`src/design/id_pkg.sv`:
```
// Shared definitions of the RV32I decode stage
// Widths, major opcodes, control enums, instruction format views and port structs

package id_pkg;

  //////////////////////////////////////////////////////////////////////
  // Widths and constants
  //////////////////////////////////////////////////////////////////////

  localparam int unsigned XLEN       = 32;
  localparam int unsigned REG_ADDR_W = 5;
  // PC step for the JAL link value, no compressed instructions
  localparam logic [XLEN-1:0] INSN_BYTES = 32'd4;

  // Major opcodes
  localparam logic [6:0] OPC_LOAD   = 7'h03;
  localparam logic [6:0] OPC_STORE  = 7'h23;
  localparam logic [6:0] OPC_OP     = 7'h33;
  localparam logic [6:0] OPC_OP_IMM = 7'h13;
  localparam logic [6:0] OPC_LUI    = 7'h37;
  localparam logic [6:0] OPC_AUIPC  = 7'h17;
  localparam logic [6:0] OPC_BRANCH = 7'h63;
  localparam logic [6:0] OPC_JAL    = 7'h6f;

  //////////////////////////////////////////////////////////////////////
  // Control enums
  //////////////////////////////////////////////////////////////////////

  typedef enum logic [3:0] {
    ALU_ADD, ALU_SUB, ALU_XOR, ALU_OR, ALU_AND, ALU_SLL, ALU_SRL, ALU_SRA,
    ALU_SLT, ALU_SLTU,
    // Compares, result goes to branch_decision
    ALU_EQ, ALU_NE, ALU_LT, ALU_GE, ALU_LTU, ALU_GEU
  } alu_op_e;

  typedef enum logic [1:0] {OP_A_REG_A, OP_A_CURRPC, OP_A_ZERO} op_a_sel_e;
  typedef enum logic {OP_B_REG_B, OP_B_IMM} op_b_sel_e;
  typedef enum logic [2:0] {
    IMM_B_I, IMM_B_S, IMM_B_B, IMM_B_U, IMM_B_J, IMM_B_INCR_PC
  } imm_b_sel_e;

  typedef enum logic [1:0] {LSU_WORD, LSU_HALF, LSU_BYTE} lsu_type_e;

  //////////////////////////////////////////////////////////////////////
  // Instruction word, one view per format
  //////////////////////////////////////////////////////////////////////

  typedef struct packed {
    logic [6:0] funct7;
    logic [4:0] rs2;
    logic [4:0] rs1;
    logic [2:0] funct3;
    logic [4:0] rd;
    logic [6:0] opcode;
  } fmt_r_t;

  typedef struct packed {
    logic [11:0] imm11_0;
    logic [4:0]  rs1;
    logic [2:0]  funct3;
    logic [4:0]  rd;
    logic [6:0]  opcode;
  } fmt_i_t;

  typedef struct packed {
    logic [6:0] imm11_5;
    logic [4:0] rs2;
    logic [4:0] rs1;
    logic [2:0] funct3;
    logic [4:0] imm4_0;
    logic [6:0] opcode;
  } fmt_s_t;

  typedef struct packed {
    logic       imm12;
    logic [5:0] imm10_5;
    logic [4:0] rs2;
    logic [4:0] rs1;
    logic [2:0] funct3;
    logic [3:0] imm4_1;
    logic       imm11;
    logic [6:0] opcode;
  } fmt_b_t;

  typedef struct packed {
    logic [19:0] imm31_12;
    logic [4:0]  rd;
    logic [6:0]  opcode;
  } fmt_u_t;

  typedef struct packed {
    logic       imm20;
    logic [9:0] imm10_1;
    logic       imm11;
    logic [7:0] imm19_12;
    logic [4:0] rd;
    logic [6:0] opcode;
  } fmt_j_t;

  typedef union packed {
    fmt_r_t r;
    fmt_i_t i;
    fmt_s_t s;
    fmt_b_t b;
    fmt_u_t u;
    fmt_j_t j;
  } insn_u;

  //////////////////////////////////////////////////////////////////////
  // Port structs
  //////////////////////////////////////////////////////////////////////

  typedef struct packed {
    logic       is_lsu;
    logic       is_branch;
    logic       is_jump;
    logic       illegal;
    logic       rf_we;
    // Memory access attributes
    logic       lsu_we;
    lsu_type_e  lsu_size;
    logic       lsu_sign_ext;
    op_a_sel_e  op_a_sel;
    op_b_sel_e  op_b_sel;
    imm_b_sel_e imm_b_sel;
    alu_op_e    alu_op;
  } dec_ctrl_t;

  typedef struct packed {
    logic [XLEN-1:0] i;
    logic [XLEN-1:0] s;
    logic [XLEN-1:0] b;
    logic [XLEN-1:0] u;
    logic [XLEN-1:0] j;
  } imm_set_t;

  typedef struct packed {
    alu_op_e         alu_op;
    logic [XLEN-1:0] operand_a;
    logic [XLEN-1:0] operand_b;
  } ex_req_t;

  typedef struct packed {
    logic            req;
    logic            we;
    lsu_type_e       size;
    logic            sign_ext;
    logic [XLEN-1:0] wdata;
  } lsu_req_t;

  typedef struct packed {
    logic                  we;
    logic [REG_ADDR_W-1:0] waddr;
    logic [XLEN-1:0]       wdata;
  } rf_wr_t;

endpackage

```
`src/design/id_decoder.sv`:
```
// Instruction decoder of the decode stage
// Opcode and funct decode into controls, illegal detection, immediate build

`timescale 1ns/1ns

module id_decoder import id_pkg::*; (
  input  insn_u                 instr_i,
  input  logic                  first_cycle_i,
  output logic [REG_ADDR_W-1:0] rf_raddr_a_o,
  output logic [REG_ADDR_W-1:0] rf_raddr_b_o,
  output logic [REG_ADDR_W-1:0] rf_waddr_o,
  output dec_ctrl_t             ctrl_o,
  output imm_set_t              imm_o
);

  // Register fields sit at the same place in every format
  assign rf_raddr_a_o = instr_i.r.rs1;
  assign rf_raddr_b_o = instr_i.r.rs2;
  assign rf_waddr_o   = instr_i.r.rd;

  //////////////////////////////////////////////////////////////////////
  // Immediates, all sign extended
  //////////////////////////////////////////////////////////////////////

  assign imm_o.i = {{20{instr_i.i.imm11_0[11]}}, instr_i.i.imm11_0};
  assign imm_o.s = {{20{instr_i.s.imm11_5[6]}}, instr_i.s.imm11_5, instr_i.s.imm4_0};
  assign imm_o.b = {{19{instr_i.b.imm12}}, instr_i.b.imm12, instr_i.b.imm11,
                    instr_i.b.imm10_5, instr_i.b.imm4_1, 1'b0};
  assign imm_o.u = {instr_i.u.imm31_12, 12'b0};
  assign imm_o.j = {{11{instr_i.j.imm20}}, instr_i.j.imm20, instr_i.j.imm19_12,
                    instr_i.j.imm11, instr_i.j.imm10_1, 1'b0};

  //////////////////////////////////////////////////////////////////////
  // Control decode
  //////////////////////////////////////////////////////////////////////

  always_comb begin
    ctrl_o           = '0;
    ctrl_o.lsu_size  = LSU_WORD;
    ctrl_o.op_a_sel  = OP_A_REG_A;
    ctrl_o.op_b_sel  = OP_B_REG_B;
    ctrl_o.imm_b_sel = IMM_B_I;
    ctrl_o.alu_op    = ALU_ADD;

    case (instr_i.r.opcode)
      OPC_OP: begin
        ctrl_o.rf_we = 1'b1;
        // Only add/sub and srl/sra have a second funct7 encoding
        if (instr_i.r.funct7 == 7'h20) begin
          ctrl_o.illegal = !(instr_i.r.funct3 inside {3'b000, 3'b101});
        end else begin
          ctrl_o.illegal = (instr_i.r.funct7 != 7'h00);
        end
        case (instr_i.r.funct3)
          3'b000:  ctrl_o.alu_op = instr_i.r.funct7[5] ? ALU_SUB : ALU_ADD;
          3'b001:  ctrl_o.alu_op = ALU_SLL;
          3'b010:  ctrl_o.alu_op = ALU_SLT;
          3'b011:  ctrl_o.alu_op = ALU_SLTU;
          3'b100:  ctrl_o.alu_op = ALU_XOR;
          3'b101:  ctrl_o.alu_op = instr_i.r.funct7[5] ? ALU_SRA : ALU_SRL;
          3'b110:  ctrl_o.alu_op = ALU_OR;
          default: ctrl_o.alu_op = ALU_AND;
        endcase
      end

      OPC_OP_IMM: begin
        ctrl_o.rf_we    = 1'b1;
        ctrl_o.op_b_sel = OP_B_IMM;
        case (instr_i.i.funct3)
          3'b000:  ctrl_o.alu_op = ALU_ADD;
          3'b010:  ctrl_o.alu_op = ALU_SLT;
          3'b011:  ctrl_o.alu_op = ALU_SLTU;
          3'b100:  ctrl_o.alu_op = ALU_XOR;
          3'b110:  ctrl_o.alu_op = ALU_OR;
          3'b111:  ctrl_o.alu_op = ALU_AND;
          3'b001: begin
            ctrl_o.alu_op  = ALU_SLL;
            ctrl_o.illegal = (instr_i.r.funct7 != 7'h00);
          end
          default: begin
            // Shift right, bit 30 picks arithmetic
            ctrl_o.alu_op  = instr_i.r.funct7[5] ? ALU_SRA : ALU_SRL;
            ctrl_o.illegal = !(instr_i.r.funct7 inside {7'h00, 7'h20});
          end
        endcase
      end

      OPC_LUI, OPC_AUIPC: begin
        ctrl_o.rf_we     = 1'b1;
        ctrl_o.op_a_sel  = instr_i.u.opcode[5] ? OP_A_ZERO : OP_A_CURRPC;
        ctrl_o.op_b_sel  = OP_B_IMM;
        ctrl_o.imm_b_sel = IMM_B_U;
      end

      OPC_LOAD, OPC_STORE: begin
        // Address is rs1 plus I or S immediate
        ctrl_o.is_lsu       = 1'b1;
        ctrl_o.lsu_we       = instr_i.s.opcode[5];
        ctrl_o.rf_we        = ~instr_i.s.opcode[5];
        ctrl_o.op_b_sel     = OP_B_IMM;
        ctrl_o.imm_b_sel    = instr_i.s.opcode[5] ? IMM_B_S : IMM_B_I;
        ctrl_o.lsu_sign_ext = ~instr_i.i.funct3[2];
        case (instr_i.i.funct3[1:0])
          2'b00:   ctrl_o.lsu_size = LSU_BYTE;
          2'b01:   ctrl_o.lsu_size = LSU_HALF;
          default: ctrl_o.lsu_size = LSU_WORD;
        endcase
        // Stores have no unsigned forms, word access has no unsigned form
        ctrl_o.illegal = (instr_i.i.funct3[1:0] == 2'b11) ||
                         (instr_i.i.funct3[2] && (instr_i.s.opcode[5] ||
                                                  instr_i.i.funct3[1]));
      end

      OPC_BRANCH: begin
        ctrl_o.is_branch = 1'b1;
        ctrl_o.imm_b_sel = IMM_B_B;
        if (first_cycle_i) begin
          // Cycle one compares rs1 against rs2
          case (instr_i.b.funct3)
            3'b000:  ctrl_o.alu_op = ALU_EQ;
            3'b001:  ctrl_o.alu_op = ALU_NE;
            3'b100:  ctrl_o.alu_op = ALU_LT;
            3'b101:  ctrl_o.alu_op = ALU_GE;
            3'b110:  ctrl_o.alu_op = ALU_LTU;
            3'b111:  ctrl_o.alu_op = ALU_GEU;
            default: ctrl_o.illegal = 1'b1;
          endcase
        end else begin
          // Cycle two adds pc and B immediate for the target
          ctrl_o.op_a_sel = OP_A_CURRPC;
          ctrl_o.op_b_sel = OP_B_IMM;
        end
      end

      OPC_JAL: begin
        ctrl_o.is_jump   = 1'b1;
        ctrl_o.rf_we     = 1'b1;
        ctrl_o.op_a_sel  = OP_A_CURRPC;
        ctrl_o.op_b_sel  = OP_B_IMM;
        // Target first, link value second
        ctrl_o.imm_b_sel = first_cycle_i ? IMM_B_J : IMM_B_INCR_PC;
      end

      default: ctrl_o.illegal = 1'b1;
    endcase

    // An illegal word must not touch memory, PC or registers
    if (ctrl_o.illegal) begin
      ctrl_o.is_lsu    = 1'b0;
      ctrl_o.is_branch = 1'b0;
      ctrl_o.is_jump   = 1'b0;
      ctrl_o.rf_we     = 1'b0;
    end
  end

endmodule

```
`src/design/id_sequencer.sv`:
```
// Decode stage sequencer
// First/multi cycle FSM, stalls, PC redirect and instruction done

`timescale 1ns/1ns

module id_sequencer import id_pkg::*; (
  input  logic      clk_i,
  input  logic      rst_ni,
  input  logic      instr_valid_i,
  input  dec_ctrl_t ctrl_i,
  input  logic      branch_decision_i,
  input  logic      lsu_resp_valid_i,
  output logic      first_cycle_o,
  output logic      executing_o,
  output logic      pc_set_o,
  output logic      instr_done_o,
  output logic      id_in_ready_o
);

  typedef enum logic {FIRST_CYCLE, MULTI_CYCLE} id_fsm_e;

  id_fsm_e id_fsm_q, id_fsm_d;
  logic    branch_set_d, branch_set_q;
  logic    jump_set;
  logic    stall_mem, stall_branch, stall_jump, stall_id;
  logic    multicycle_done;

  // ALU is single cycle, any valid instruction executes
  assign executing_o   = instr_valid_i;
  assign first_cycle_o = instr_valid_i & (id_fsm_q == FIRST_CYCLE);

  // Memory op always stalls its first cycle, then until the response
  assign stall_mem = instr_valid_i & ctrl_i.is_lsu & (~lsu_resp_valid_i | first_cycle_o);

  // Only memory ops wait in the second state
  assign multicycle_done = ctrl_i.is_lsu ? lsu_resp_valid_i : 1'b1;

  //////////////////////////////////////////////////////////////////////
  // FSM
  //////////////////////////////////////////////////////////////////////

  always_comb begin
    id_fsm_d     = id_fsm_q;
    stall_branch = 1'b0;
    stall_jump   = 1'b0;
    branch_set_d = 1'b0;
    jump_set     = 1'b0;

    if (executing_o) begin
      case (id_fsm_q)
        FIRST_CYCLE: begin
          if (ctrl_i.is_lsu) begin
            id_fsm_d = MULTI_CYCLE;
          end else if (ctrl_i.is_branch) begin
            // Taken path needs the target add in cycle two
            id_fsm_d     = branch_decision_i ? MULTI_CYCLE : FIRST_CYCLE;
            stall_branch = branch_decision_i;
            branch_set_d = branch_decision_i;
          end else if (ctrl_i.is_jump) begin
            // Redirect now, link write next cycle
            id_fsm_d   = MULTI_CYCLE;
            stall_jump = 1'b1;
            jump_set   = 1'b1;
          end
        end
        default: begin
          if (multicycle_done) begin
            id_fsm_d = FIRST_CYCLE;
          end
        end
      endcase
    end
  end

  always_ff @(posedge clk_i or negedge rst_ni) begin
    if (!rst_ni) begin
      id_fsm_q <= FIRST_CYCLE;
    end else if (executing_o) begin
      id_fsm_q <= id_fsm_d;
    end
  end

  // Taken branch redirects one cycle after the compare
  always_ff @(posedge clk_i or negedge rst_ni) begin
    if (!rst_ni) begin
      branch_set_q <= 1'b0;
    end else begin
      branch_set_q <= branch_set_d;
    end
  end

  //////////////////////////////////////////////////////////////////////
  // Outputs
  //////////////////////////////////////////////////////////////////////

  assign pc_set_o = branch_set_q | jump_set;

  assign stall_id      = stall_mem | stall_branch | stall_jump;
  assign instr_done_o  = executing_o & ~stall_id;
  // Free for a new word whenever nothing holds the stage
  assign id_in_ready_o = ~stall_id;

endmodule

```
`src/design/id_ex_drive.sv`:
```
// Decode stage output side
// ALU operand muxes, LSU request and register file write port

`timescale 1ns/1ns

module id_ex_drive import id_pkg::*; (
  input  dec_ctrl_t             ctrl_i,
  input  imm_set_t              imm_i,
  input  logic                  executing_i,
  input  logic                  first_cycle_i,
  input  logic                  done_i,
  input  logic [XLEN-1:0]       pc_i,
  input  logic [XLEN-1:0]       rf_rdata_a_i,
  input  logic [XLEN-1:0]       rf_rdata_b_i,
  input  logic [XLEN-1:0]       result_i,
  input  logic [REG_ADDR_W-1:0] rf_waddr_i,
  output ex_req_t               ex_req_o,
  output lsu_req_t              lsu_req_o,
  output rf_wr_t                rf_wr_o
);

  logic [XLEN-1:0] operand_a;
  logic [XLEN-1:0] imm_b;

  //////////////////////////////////////////////////////////////////////
  // Operand muxes
  //////////////////////////////////////////////////////////////////////

  always_comb begin
    case (ctrl_i.op_a_sel)
      OP_A_REG_A:  operand_a = rf_rdata_a_i;
      OP_A_CURRPC: operand_a = pc_i;
      default:     operand_a = '0;
    endcase
  end

  always_comb begin
    case (ctrl_i.imm_b_sel)
      IMM_B_I: imm_b = imm_i.i;
      IMM_B_S: imm_b = imm_i.s;
      IMM_B_B: imm_b = imm_i.b;
      IMM_B_U: imm_b = imm_i.u;
      IMM_B_J: imm_b = imm_i.j;
      // Link value step
      default: imm_b = INSN_BYTES;
    endcase
  end

  assign ex_req_o.alu_op    = ctrl_i.alu_op;
  assign ex_req_o.operand_a = operand_a;
  assign ex_req_o.operand_b = (ctrl_i.op_b_sel == OP_B_IMM) ? imm_b : rf_rdata_b_i;

  //////////////////////////////////////////////////////////////////////
  // LSU request
  //////////////////////////////////////////////////////////////////////

  // One request per access, in its first cycle
  assign lsu_req_o.req      = executing_i & first_cycle_i & ctrl_i.is_lsu;
  assign lsu_req_o.we       = ctrl_i.lsu_we;
  assign lsu_req_o.size     = ctrl_i.lsu_size;
  assign lsu_req_o.sign_ext = ctrl_i.lsu_sign_ext;
  // Store data straight from rs2
  assign lsu_req_o.wdata    = rf_rdata_b_i;

  //////////////////////////////////////////////////////////////////////
  // Register write
  //////////////////////////////////////////////////////////////////////

  // Write lands in the done cycle, ALU result or load data alike
  assign rf_wr_o.we    = done_i & ctrl_i.rf_we & ~ctrl_i.illegal;
  assign rf_wr_o.waddr = rf_waddr_i;
  assign rf_wr_o.wdata = result_i;

endmodule

```
`src/design/id_stage.sv`:
```
// Top of the RV32I decode stage
// Decoder, sequencer and EX drive wired together, illegal flag output

`timescale 1ns/1ns

module id_stage import id_pkg::*; (
  input  logic                  clk_i,
  input  logic                  rst_ni,
  // Fetch side
  input  logic                  instr_valid_i,
  input  insn_u                 instr_i,
  input  logic [XLEN-1:0]       pc_i,
  // Register file read
  input  logic [XLEN-1:0]       rf_rdata_a_i,
  input  logic [XLEN-1:0]       rf_rdata_b_i,
  // EX and LSU returns
  input  logic                  branch_decision_i,
  input  logic                  lsu_resp_valid_i,
  input  logic [XLEN-1:0]       result_i,
  output logic [REG_ADDR_W-1:0] rf_raddr_a_o,
  output logic [REG_ADDR_W-1:0] rf_raddr_b_o,
  output ex_req_t               ex_req_o,
  output lsu_req_t              lsu_req_o,
  output rf_wr_t                rf_wr_o,
  // Control towards fetch
  output logic                  pc_set_o,
  output logic                  instr_done_o,
  output logic                  id_in_ready_o,
  output logic                  illegal_insn_o
);

  dec_ctrl_t             dec_ctrl;
  imm_set_t              dec_imm;
  logic [REG_ADDR_W-1:0] rf_waddr;
  logic                  first_cycle;
  logic                  executing;

  id_decoder i_id_decoder (
    .instr_i      (instr_i),
    .first_cycle_i(first_cycle),
    .rf_raddr_a_o (rf_raddr_a_o),
    .rf_raddr_b_o (rf_raddr_b_o),
    .rf_waddr_o   (rf_waddr),
    .ctrl_o       (dec_ctrl),
    .imm_o        (dec_imm)
  );

  id_sequencer i_id_sequencer (
    .clk_i            (clk_i),
    .rst_ni           (rst_ni),
    .instr_valid_i    (instr_valid_i),
    .ctrl_i           (dec_ctrl),
    .branch_decision_i(branch_decision_i),
    .lsu_resp_valid_i (lsu_resp_valid_i),
    .first_cycle_o    (first_cycle),
    .executing_o      (executing),
    .pc_set_o         (pc_set_o),
    .instr_done_o     (instr_done_o),
    .id_in_ready_o    (id_in_ready_o)
  );

  id_ex_drive i_id_ex_drive (
    .ctrl_i       (dec_ctrl),
    .imm_i        (dec_imm),
    .executing_i  (executing),
    .first_cycle_i(first_cycle),
    .done_i       (instr_done_o),
    .pc_i         (pc_i),
    .rf_rdata_a_i (rf_rdata_a_i),
    .rf_rdata_b_i (rf_rdata_b_i),
    .result_i     (result_i),
    .rf_waddr_i   (rf_waddr),
    .ex_req_o     (ex_req_o),
    .lsu_req_o    (lsu_req_o),
    .rf_wr_o      (rf_wr_o)
  );

  // Flag only a word that fetch marks valid
  assign illegal_insn_o = instr_valid_i & dec_ctrl.illegal;

endmodule

```
`config.mk`:
```
export PLATFORM = sky130hd
export DESIGN_NAME = id_stage
export DESIGN_NICKNAME = d
export VERILOG_FILES = /design/src/design/id_pkg.sv /design/src/design/id_decoder.sv /design/src/design/id_sequencer.sv /design/src/design/id_ex_drive.sv /design/src/design/id_stage.sv
export SDC_FILE = /design/constraint.sdc
export NUM_CORES = 1
export LEC_CHECK = 0
export ABC_AREA = 1
export BUFFER_PORTS_ARGS = -buffer_cell sky130_fd_sc_hd__clkbuf_2
export CORE_AREA = 2 2 125 127
export CTS_BUF_LIST = sky130_fd_sc_hd__clkbuf_2
export DETAILED_ROUTE_END_ITERATION = 16
export DIE_AREA = 0 0 127 129
export PLACE_DENSITY_LB_ADDON = 0.08
export SYNTH_ARGS = -nofsm -noshare
export SYNTH_HDL_FRONTEND = slang
export SYNTH_SLANG_ARGS = --single-unit
export TNS_END_PERCENT = 30
```
`constraint.sdc`:
```
create_clock -name clk_i -period 2.4 [get_ports clk_i]
set_input_delay 0.6 -clock clk_i [delete_from_list [all_inputs] [get_ports clk_i]]
set_output_delay 0.6 -clock clk_i [all_outputs]
set_load 0.02 [all_outputs]
```
# --- Word level (Yosys, flattened, before mapping) ---
# Index checks and enable logic that the tools add are counted.
word_totals:
  ff_bits: 2
  latchBits: 0
  ram_bits: 0
  mem_bits_ro: 0
  out_inout_bits: 157
  n_memories: 0
classes:
  add_sub_neg: 0
  n_mul: 0
  div: 0
  n_lt_le_gt_ge: 0
  eq_ne: 23
  n_shift: 0
  muxes: 45
  bitwise: 19
  n_reduce_logical: 20
ops:
  columns: ["operator", "count"]
  rows:
  - ["32-bit case mux with 5 select lines", 1]
  - ["32-bit case mux with 2 select lines", 1]
  - ["4-bit case mux with 7 select lines", 2]
  - ["32-bit two-way mux", 1]
  - ["7-bit by 6-bit == test with 1-bit output (second input constant)", 4]
  - ["1-bit two-way mux", 26]
  - ["4-bit case mux with 6 select lines", 1]
  - ["6-bit OR reduction", 3]
  - ["3-bit == test (second input constant)", 5]
  - ["7-bit by 5-bit == test with 1-bit output (second input constant)", 2]
  - ["7-bit == test (second input constant)", 2]
  - ["3-bit by 2-bit == test with 1-bit output (second input constant)", 4]
  - ["3-bit case mux with 4 select lines", 1]
  - ["4-bit case mux with 3 select lines", 1]
  - ["1-bit AND", 9]
  - ["4-bit two-way mux", 2]
  - ["7-bit by 2-bit == test with 1-bit output (second input constant)", 1]
  - ["7-bit zero test", 1]
  - ["7-bit nonzero test", 1]
  - ["3-bit by 1-bit == test with 1-bit output (second input constant)", 2]
  - ["3-bit zero test", 2]
  - ["1-bit inverter", 6]
  - ["1-bit case mux with 2 select lines", 3]
  - ["2-bit case mux with 3 select lines", 1]
  - ["15 further kinds", 25]

# --- Logic depth before layout (Yosys ltp) ---
# Gate-level depths: netlist of the first run.
logic_depth:
  ltp_word: 16
  ltp_mapped: 14

# --- Cells and area by module ---
# Synthesis of the first run repeated with hierarchy kept, for this count alone.
unflattened:
  cells_unflattened: 964
  area_unflattened_um2: 5230.0
modules_own_cells:
  columns: ["mod", "n_inst", "cells_each", "area_each_um2", "seq_area_each_um2"]
  rows:
  - ["id_ex_drive", 1, 633, 3121.7, 0.0]
  - ["id_decoder", 1, 306, 1948.1, 0.0]
  - ["id_sequencer", 1, 23, 152.6, 50.0]
  - ["id_stage", 1, 2, 7.5, 0.0]

# --- Worst setup path before layout of the first run ---
# Ideal clock, no wire load.
synth_timing:
  path_type: "input to output"
  startpoint: "in instr_i[2] in the netlist's numbering"
  endpoint: "out ex_req_o[2] in the netlist's numbering"
  arrival_time_ns: 1.935
  required_ns: 1.800
  path_slack_ns: -0.135
  stages: 9
  path_cell_list: "nor2_2 > nand2_2 > inv_2 > nand2_1 > nor2_2 > nor2_1 > inv_1 > nand2_1 > a21oi_1"
synth_lines:
  columns: ["item", "line", "rtl"]
  rows:
  - ["start, declared", "id_stage.sv:11", "input insn_u instr_i,"]
  - ["end, declared", "id_stage.sv:22", "output ex_req_t ex_req_o,"]

==> metrics.txt, run 1 <==
Power Density=181 nW/um^2; Synth cell types=38; Synth Instances=469; WL/cell=14.7 um; r2r setup slk=140 ps; Finished Cell Area=5370 um^2; Horiz. Die Dim=127 um; biggest cell delay along the critical path=190 ps; Cell Chain, Critical Path=buf_8 > nor2_4 > nand2_4 > nor2_4 > nand2_2 > buf_6 > nand3_4 > o21ai_4 > nor2_4 > nand2_8 > o211ai_1 > buf_4; die area=16400 um^2; Starting Density=0.175; Final WS setup=-285 ps; detailed placement HPWL=10800 um; TritonCTS Buffers=3; CP required=1800 ps; number of global-route vias before repair=3727; max-cap violations=0; fraction of layout cells with a size suffix above 1=0.651; Routed Antenna Nets=0; FF+latch count, synth=2; CTS tree=done; pins over their slew limit=0; clk_lat worst skew=190 ps; initial antenna violation count=1; CTS Sinks=2; Leak=0.00310 uW; final wirelength=13400 um; total number of vias=3856; syn_area_per_cell=5.59 um^2; total global-route track usage=0.148; starting DRC count in detailed routing=99; Layout Nets=893; die height=129 um; GP Congestion=0.767; row count=45; setup repair after global routing missed its margin=yes; Startpoint Class=primary input; slew margin rel.=0.801; number of enable flip-flop cells after synthesis=0; drt first pass iters=4; final setup fails=74; failing checks=negative setup slack; placed inst area=4060 um^2; PortBufs=257; Overflow after GRT=0; Reg clk slew, reported paths=30 ps; Worst-Margin Slew=293 ps; first-pass GRT wire length=19200 um; DR vias/cell=4.23; maximum VDD drop=0.0000710 V; WP data arrival=2090 ps; CTS max path bufs=2; sequential cell area fraction in the yosys report=0.0191; Slowest-stage cell, CP=nor2_4; fin crit period=2690 ps; ys async rst share=1.00; worst-path fanout max=6; final worst-path cycle share=1.12; Synth Cell Area=2620 um^2; CP dominant cell by count=nor2_4; Setup Skew=2.38 ps; Top delay family on crit path=simple AND/OR/NAND/NOR gates; core footprint=15000 um^2; min-delay worst type=in -> async; Yosys Warn Count=0; Hold Violations, Final=0; Crit Path Category=in -> out; Achievable Freq=372 MHz; Post-CTS Hold Buffers=0; Remaining DRCs=0; WP buf/inv=3; largest net degree at the start of global routing=33; outcome=finished with violations; Root Buffer Master=clkbuf_2; Overall Power=973 uW; Post-synth top flop=dfrtp_1; CP endpoint kind=output pin; area growth from synthesis to layout=105%; I/O pin count=322; Syn Nets=638; htree depth=1
-- report_power, final --
part / internal [uW] / total [uW] / switching (uW)
clock network: 33.3 / 53.7 / 20.4
registers: 34.1 / 34.4 / 0.245
logic: 420 / 885 / 465
-- flip-flops by register name, indices dropped and copies added, names as in the netlist --
register and cells:
i_id_sequencer.id_fsm_q 1, i_id_sequencer.branch_set_q 1
-- cell usage in the layout, fill, tap and decap left out, types with 3 or more instances in the layout --
cell      netlist  final
o21ai_4         1      6
o211ai_4        0      7
ha_1            4      3
inv_1          56     52
nor3_1          6      5
inv_2           8      7
nand3_2         2      8
a22o_1          6      6
inv_4           1      4
buf_4          79     81
buf_8           1     11
nand4_1         3      3
clkbuf_2        0    182
o21ai_0        39      6
clkbuf_4        0      4
nor2_1         37     24
nand2_8         0      3
nand3_1        49     42
nand2_2         2      9
nor2_4          2     14
nand3_4         2      3
nor2_2          6      8
buf_12          0      4
o21ai_2         0     28
buf_6           0     29
clkbuf_8        0     36
nand2_4         5      8
nand2_1       111     99
-- timing repair --
item / in CTS / in global routing
buffers inserted: 19 / 3
setup endpoints to repair: 74 / 75
pin swaps: 25 / 35
cloned: 3 / 0
gates resized for setup: 191 / 144
-- per-stage QoR --
stage | setup WS, ps | cells | util | setup TNS [ps] | hold WS [ps]
floorplan | -92.8 | 469 | - | -2800 | 304
global placement | -408 | 882 | 0.271 | -24260 | 389
detailed placement | -394 | 882 | 0.271 | -23860 | 389
finish | -285 | 912 | 0.359 | -14690 | 184
global route | -398 | 910 | 0.358 | -20230 | 162
CTS | -323 | 907 | 0.332 | -15720 | 173
-- synth_stat cells (2+ instances only) --
cell type | count | area, um^2
nand3_4 | 2 | 35.0
ha_1 | 4 | 50.1
clkbuf_1 | 10 | 37.5
dfrtp_1 | 2 | 50.1
o311ai_0 | 2 | 17.5
nand2_2 | 2 | 12.5
o211ai_2 | 9 | 113
buf_2 | 8 | 40.0
a22o_1 | 6 | 52.6
o21ai_0 | 39 | 195
inv_1 | 56 | 210
nor3_1 | 6 | 30.0
nor2_2 | 6 | 37.5
a21oi_1 | 3 | 15.0
nand2_4 | 5 | 56.3
o211ai_1 | 2 | 15.0
nand3_1 | 49 | 245
buf_4 | 79 | 593
nand2_1 | 111 | 417
nor2_8 | 2 | 40.0
o21ai_1 | 2 | 10.0
nor2_4 | 2 | 22.5
inv_2 | 8 | 30.0
nor2_1 | 37 | 139
nand4_1 | 3 | 18.8
nand3_2 | 2 | 20.0
-- routing by layer --
| metal | up-vias | track usage | wire (um) |
|---|---|---|---|
| met4 | 0 | 0.0110 | 30 |
| met1 | 1712 | 0.163 | 5100 |
| met5 | - | 0 | 0 |
| met2 | 204 | 0.295 | 7220 |
| met3 | 6 | 0.0387 | 1020 |
| li1 | 1934 | - | - |
-- final timing paths --
| path | start | endpoint | cells after the start |
|---|---|---|---|
| max reg2reg | i_id_sequencer.id_fsm_q | i_id_sequencer.branch_set_q | 17 |
| min | rst_ni | i_id_sequencer.branch_set_q | 1 |
| max in group asynchronous | rst_ni | i_id_sequencer.id_fsm_q | 1 |
| min in group clk_i | i_id_sequencer.id_fsm_q | i_id_sequencer.id_fsm_q | 2 |
| max | instr_i[2] | ex_req_o[21] | 12 |
| min reg2reg | i_id_sequencer.id_fsm_q | i_id_sequencer.id_fsm_q | 2 |
-- cells by family after synthesis --
kind of cell	share of synthesized area
AND/OR/NAND/NOR	0.423
flip-flops	0.0191
adder cells (fa/ha/maj)	0.0191
AO/OA/AOI/OAI	0.183
buffers and inverters	0.355
-- final cells by class --
type / count / area, um^2
Antenna cell: 2 / 5.00
Clock buffer: 3 / 15.0
Fill cell: 1596 / 9600
Inverter: 65 / 264
Multi-Input combinational cell: 306 / 2160
Sequential cell: 2 / 50.0
Tap cell: 188 / 235
Timing Repair Buffer: 346 / 2640
(Power assumes the default switching activity.)
==> inputs of run 2 (changes only) <==
Settings changed: CTS_BUF_LIST sky130_fd_sc_hd__clkbuf_2 to sky130_fd_sc_hd__clkbuf_8, GPL_TIMING_DRIVEN from default to 0, HOLD_SLACK_MARGIN from default to 0.02.
==> run 2 against run 1 <==
  * The run still ends with negative setup slack left
  * Design area up 0.63%
  * Register-to-register slack better by 770 ps
  * Wire length up 1.6%
  * Critical path type unchanged
  * Critical endpoint is now pc_set_o
  * Largest power group unchanged
==> metrics.txt, run 2 (synthesis gave the netlist of run 1 again) <==
outcome=finished with violations; failing checks=negative setup slack; Startpoint Class=primary input; Routed Antenna Nets=0; Leak=0.00326 uW; PortBufs=288; Setup Skew=0.499 ps; Overall Power=1090 uW; CTS Sinks=2; largest net degree at the start of global routing=11; setup repair after global routing missed its margin=yes; Overflow after GRT=0; # fillers=1667; die area=16400 um^2; CP endpoint kind=output pin; die height=129 um; Achievable Freq=373 MHz; total global-route track usage=0.147; I/O pin count=322; CTS tree=done; core footprint=15000 um^2; Regs by FF count=i_id_sequencer.branch_set_q (1), i_id_sequencer.id_fsm_q (1); pins over their slew limit=0; slew margin rel.=0.678; initial antenna violation count=0; Root Buffer Master=clkbuf_8; starting DRC count in detailed routing=111; most frequent cells in the layout=clkbuf_2, buf_4, nand2_1; worst-path fanout max=4; CP required=1800 ps; most common cell after layout, fill and taps aside=clkbuf_2; fraction of layout cells with a size suffix above 1=0.642; placed inst area=4390 um^2; Worst Setup SP=instr_i[3]; Power Density=201 nW/um^2; area growth from synthesis to layout=106%; total number of vias=4137; Core Util, Final=0.361; GP Congestion=0.846; row count=45; Layout Nets=972; final worst-path cycle share=1.12; drt first pass iters=4; Horiz. Die Dim=127 um; r2r setup slk=910 ps; Cell Chain, Critical Path=buf_8 > nor2_4 > nand2_8 > nor2_4 > nand3_1 > nand2_2 > nor2_4 > and2_4 > nand2_4 > nand2_1 > o21bai_1 > buf_4; Worst-Margin Slew=484 ps; WP data arrival=2080 ps; final setup fails=74; fin crit period=2680 ps; DR vias/cell=4.18; min-delay worst type=in -> async; Starting Density=0.175; Hold Violations, Final=0; TritonCTS Buffers=3; Crit Path Category=in -> out; htree depth=1; final wirelength=13600 um; first-pass GRT wire length=19300 um; clk_lat worst skew=210 ps; Slowest-stage cell, CP=nor2_4; R2R Path Start=i_id_sequencer.id_fsm_q; number of global-route vias before repair=3809; max-cap violations=0; Post-CTS Hold Buffers=0; Finished Cell Area=5410 um^2; # diodes=0; CTS max path bufs=2; final cell count without fillers=989; worst slack, placed=-579 ps; Cells after DPL=945; Remaining DRCs=0; CP dominant cell by count=nor2_4; Reg clk slew, reported paths=30 ps; Final WS setup=-284 ps; maximum VDD drop=0.0000994 V; detailed placement HPWL=11400 um; WL/cell=13.7 um; biggest cell delay along the critical path=190 ps
run 2: cell count changes in the layout (fill, tap and decap cells not counted), sizes merged:
cell,delta
bufbuf,-1
buf,+73
clkbuf,+8
nand2,-1
diode,-2
run 2: final cells by class:
cell class / count / area [um^2] / area share
buffer: 98 / 764 / 0.141
clock buffer: 3 / 41.3 / 0.00764
inverter: 65 / 277 / 0.0511
multi-input combinational: 305 / 1970 / 0.364
sequential: 2 / 50.0 / 0.00926
tap: 188 / 235 / 0.0435
timing repair buffer: 328 / 2070 / 0.383
run 2: what timing repair did:
item                                    4_1_cts  5_1_grt
resized for setup                            82      192
setup buffers                                18       21
cloned                                        1        1
pin swaps                                     6       33
endpoints found under the setup margin       74       74
run 2: metrics by stage:
step	hold WS (ps)	setup TNS, ps
floorplan	304	-2800
CTS	166	-16420
finish	171	-13400
detailed placement	389	-33140
global placement	388	-31800
global route	167	-20670
run 2: worst paths after layout:
path                       cells past startpoint                           to
hold / removal                                 1  i_id_sequencer.branch_set_q
setup reg to reg                               9  i_id_sequencer.branch_set_q
max in group asynchronous                      1      i_id_sequencer.id_fsm_q
min in group clk_i                             2      i_id_sequencer.id_fsm_q
hold reg to reg                                2      i_id_sequencer.id_fsm_q
setup / recovery                              12                     pc_set_o
run 2: power breakdown:
group          switching, uW  leakage [uW]  internal, uW
combinational            495       0.00321           428
clock                   25.3     0.0000216           106
sequential             0.247     0.0000279          34.2
run 2: worst max-delay path, delay by kind of cell:
kind | cells | cell delay (ps)
AO/OA/AOI/OAI | 1 | 160
buffers and inverters | 2 | 270
AND/OR/NAND/NOR | 9 | 1030
run 2: metal layers:
layer | wire length (um) | GRT usage
met4 | 28 | 0.0116
met5 | 0 | 0
met1 | 5290 | 0.171
met2 | 7280 | 0.292
met3 | 977 | 0.0258
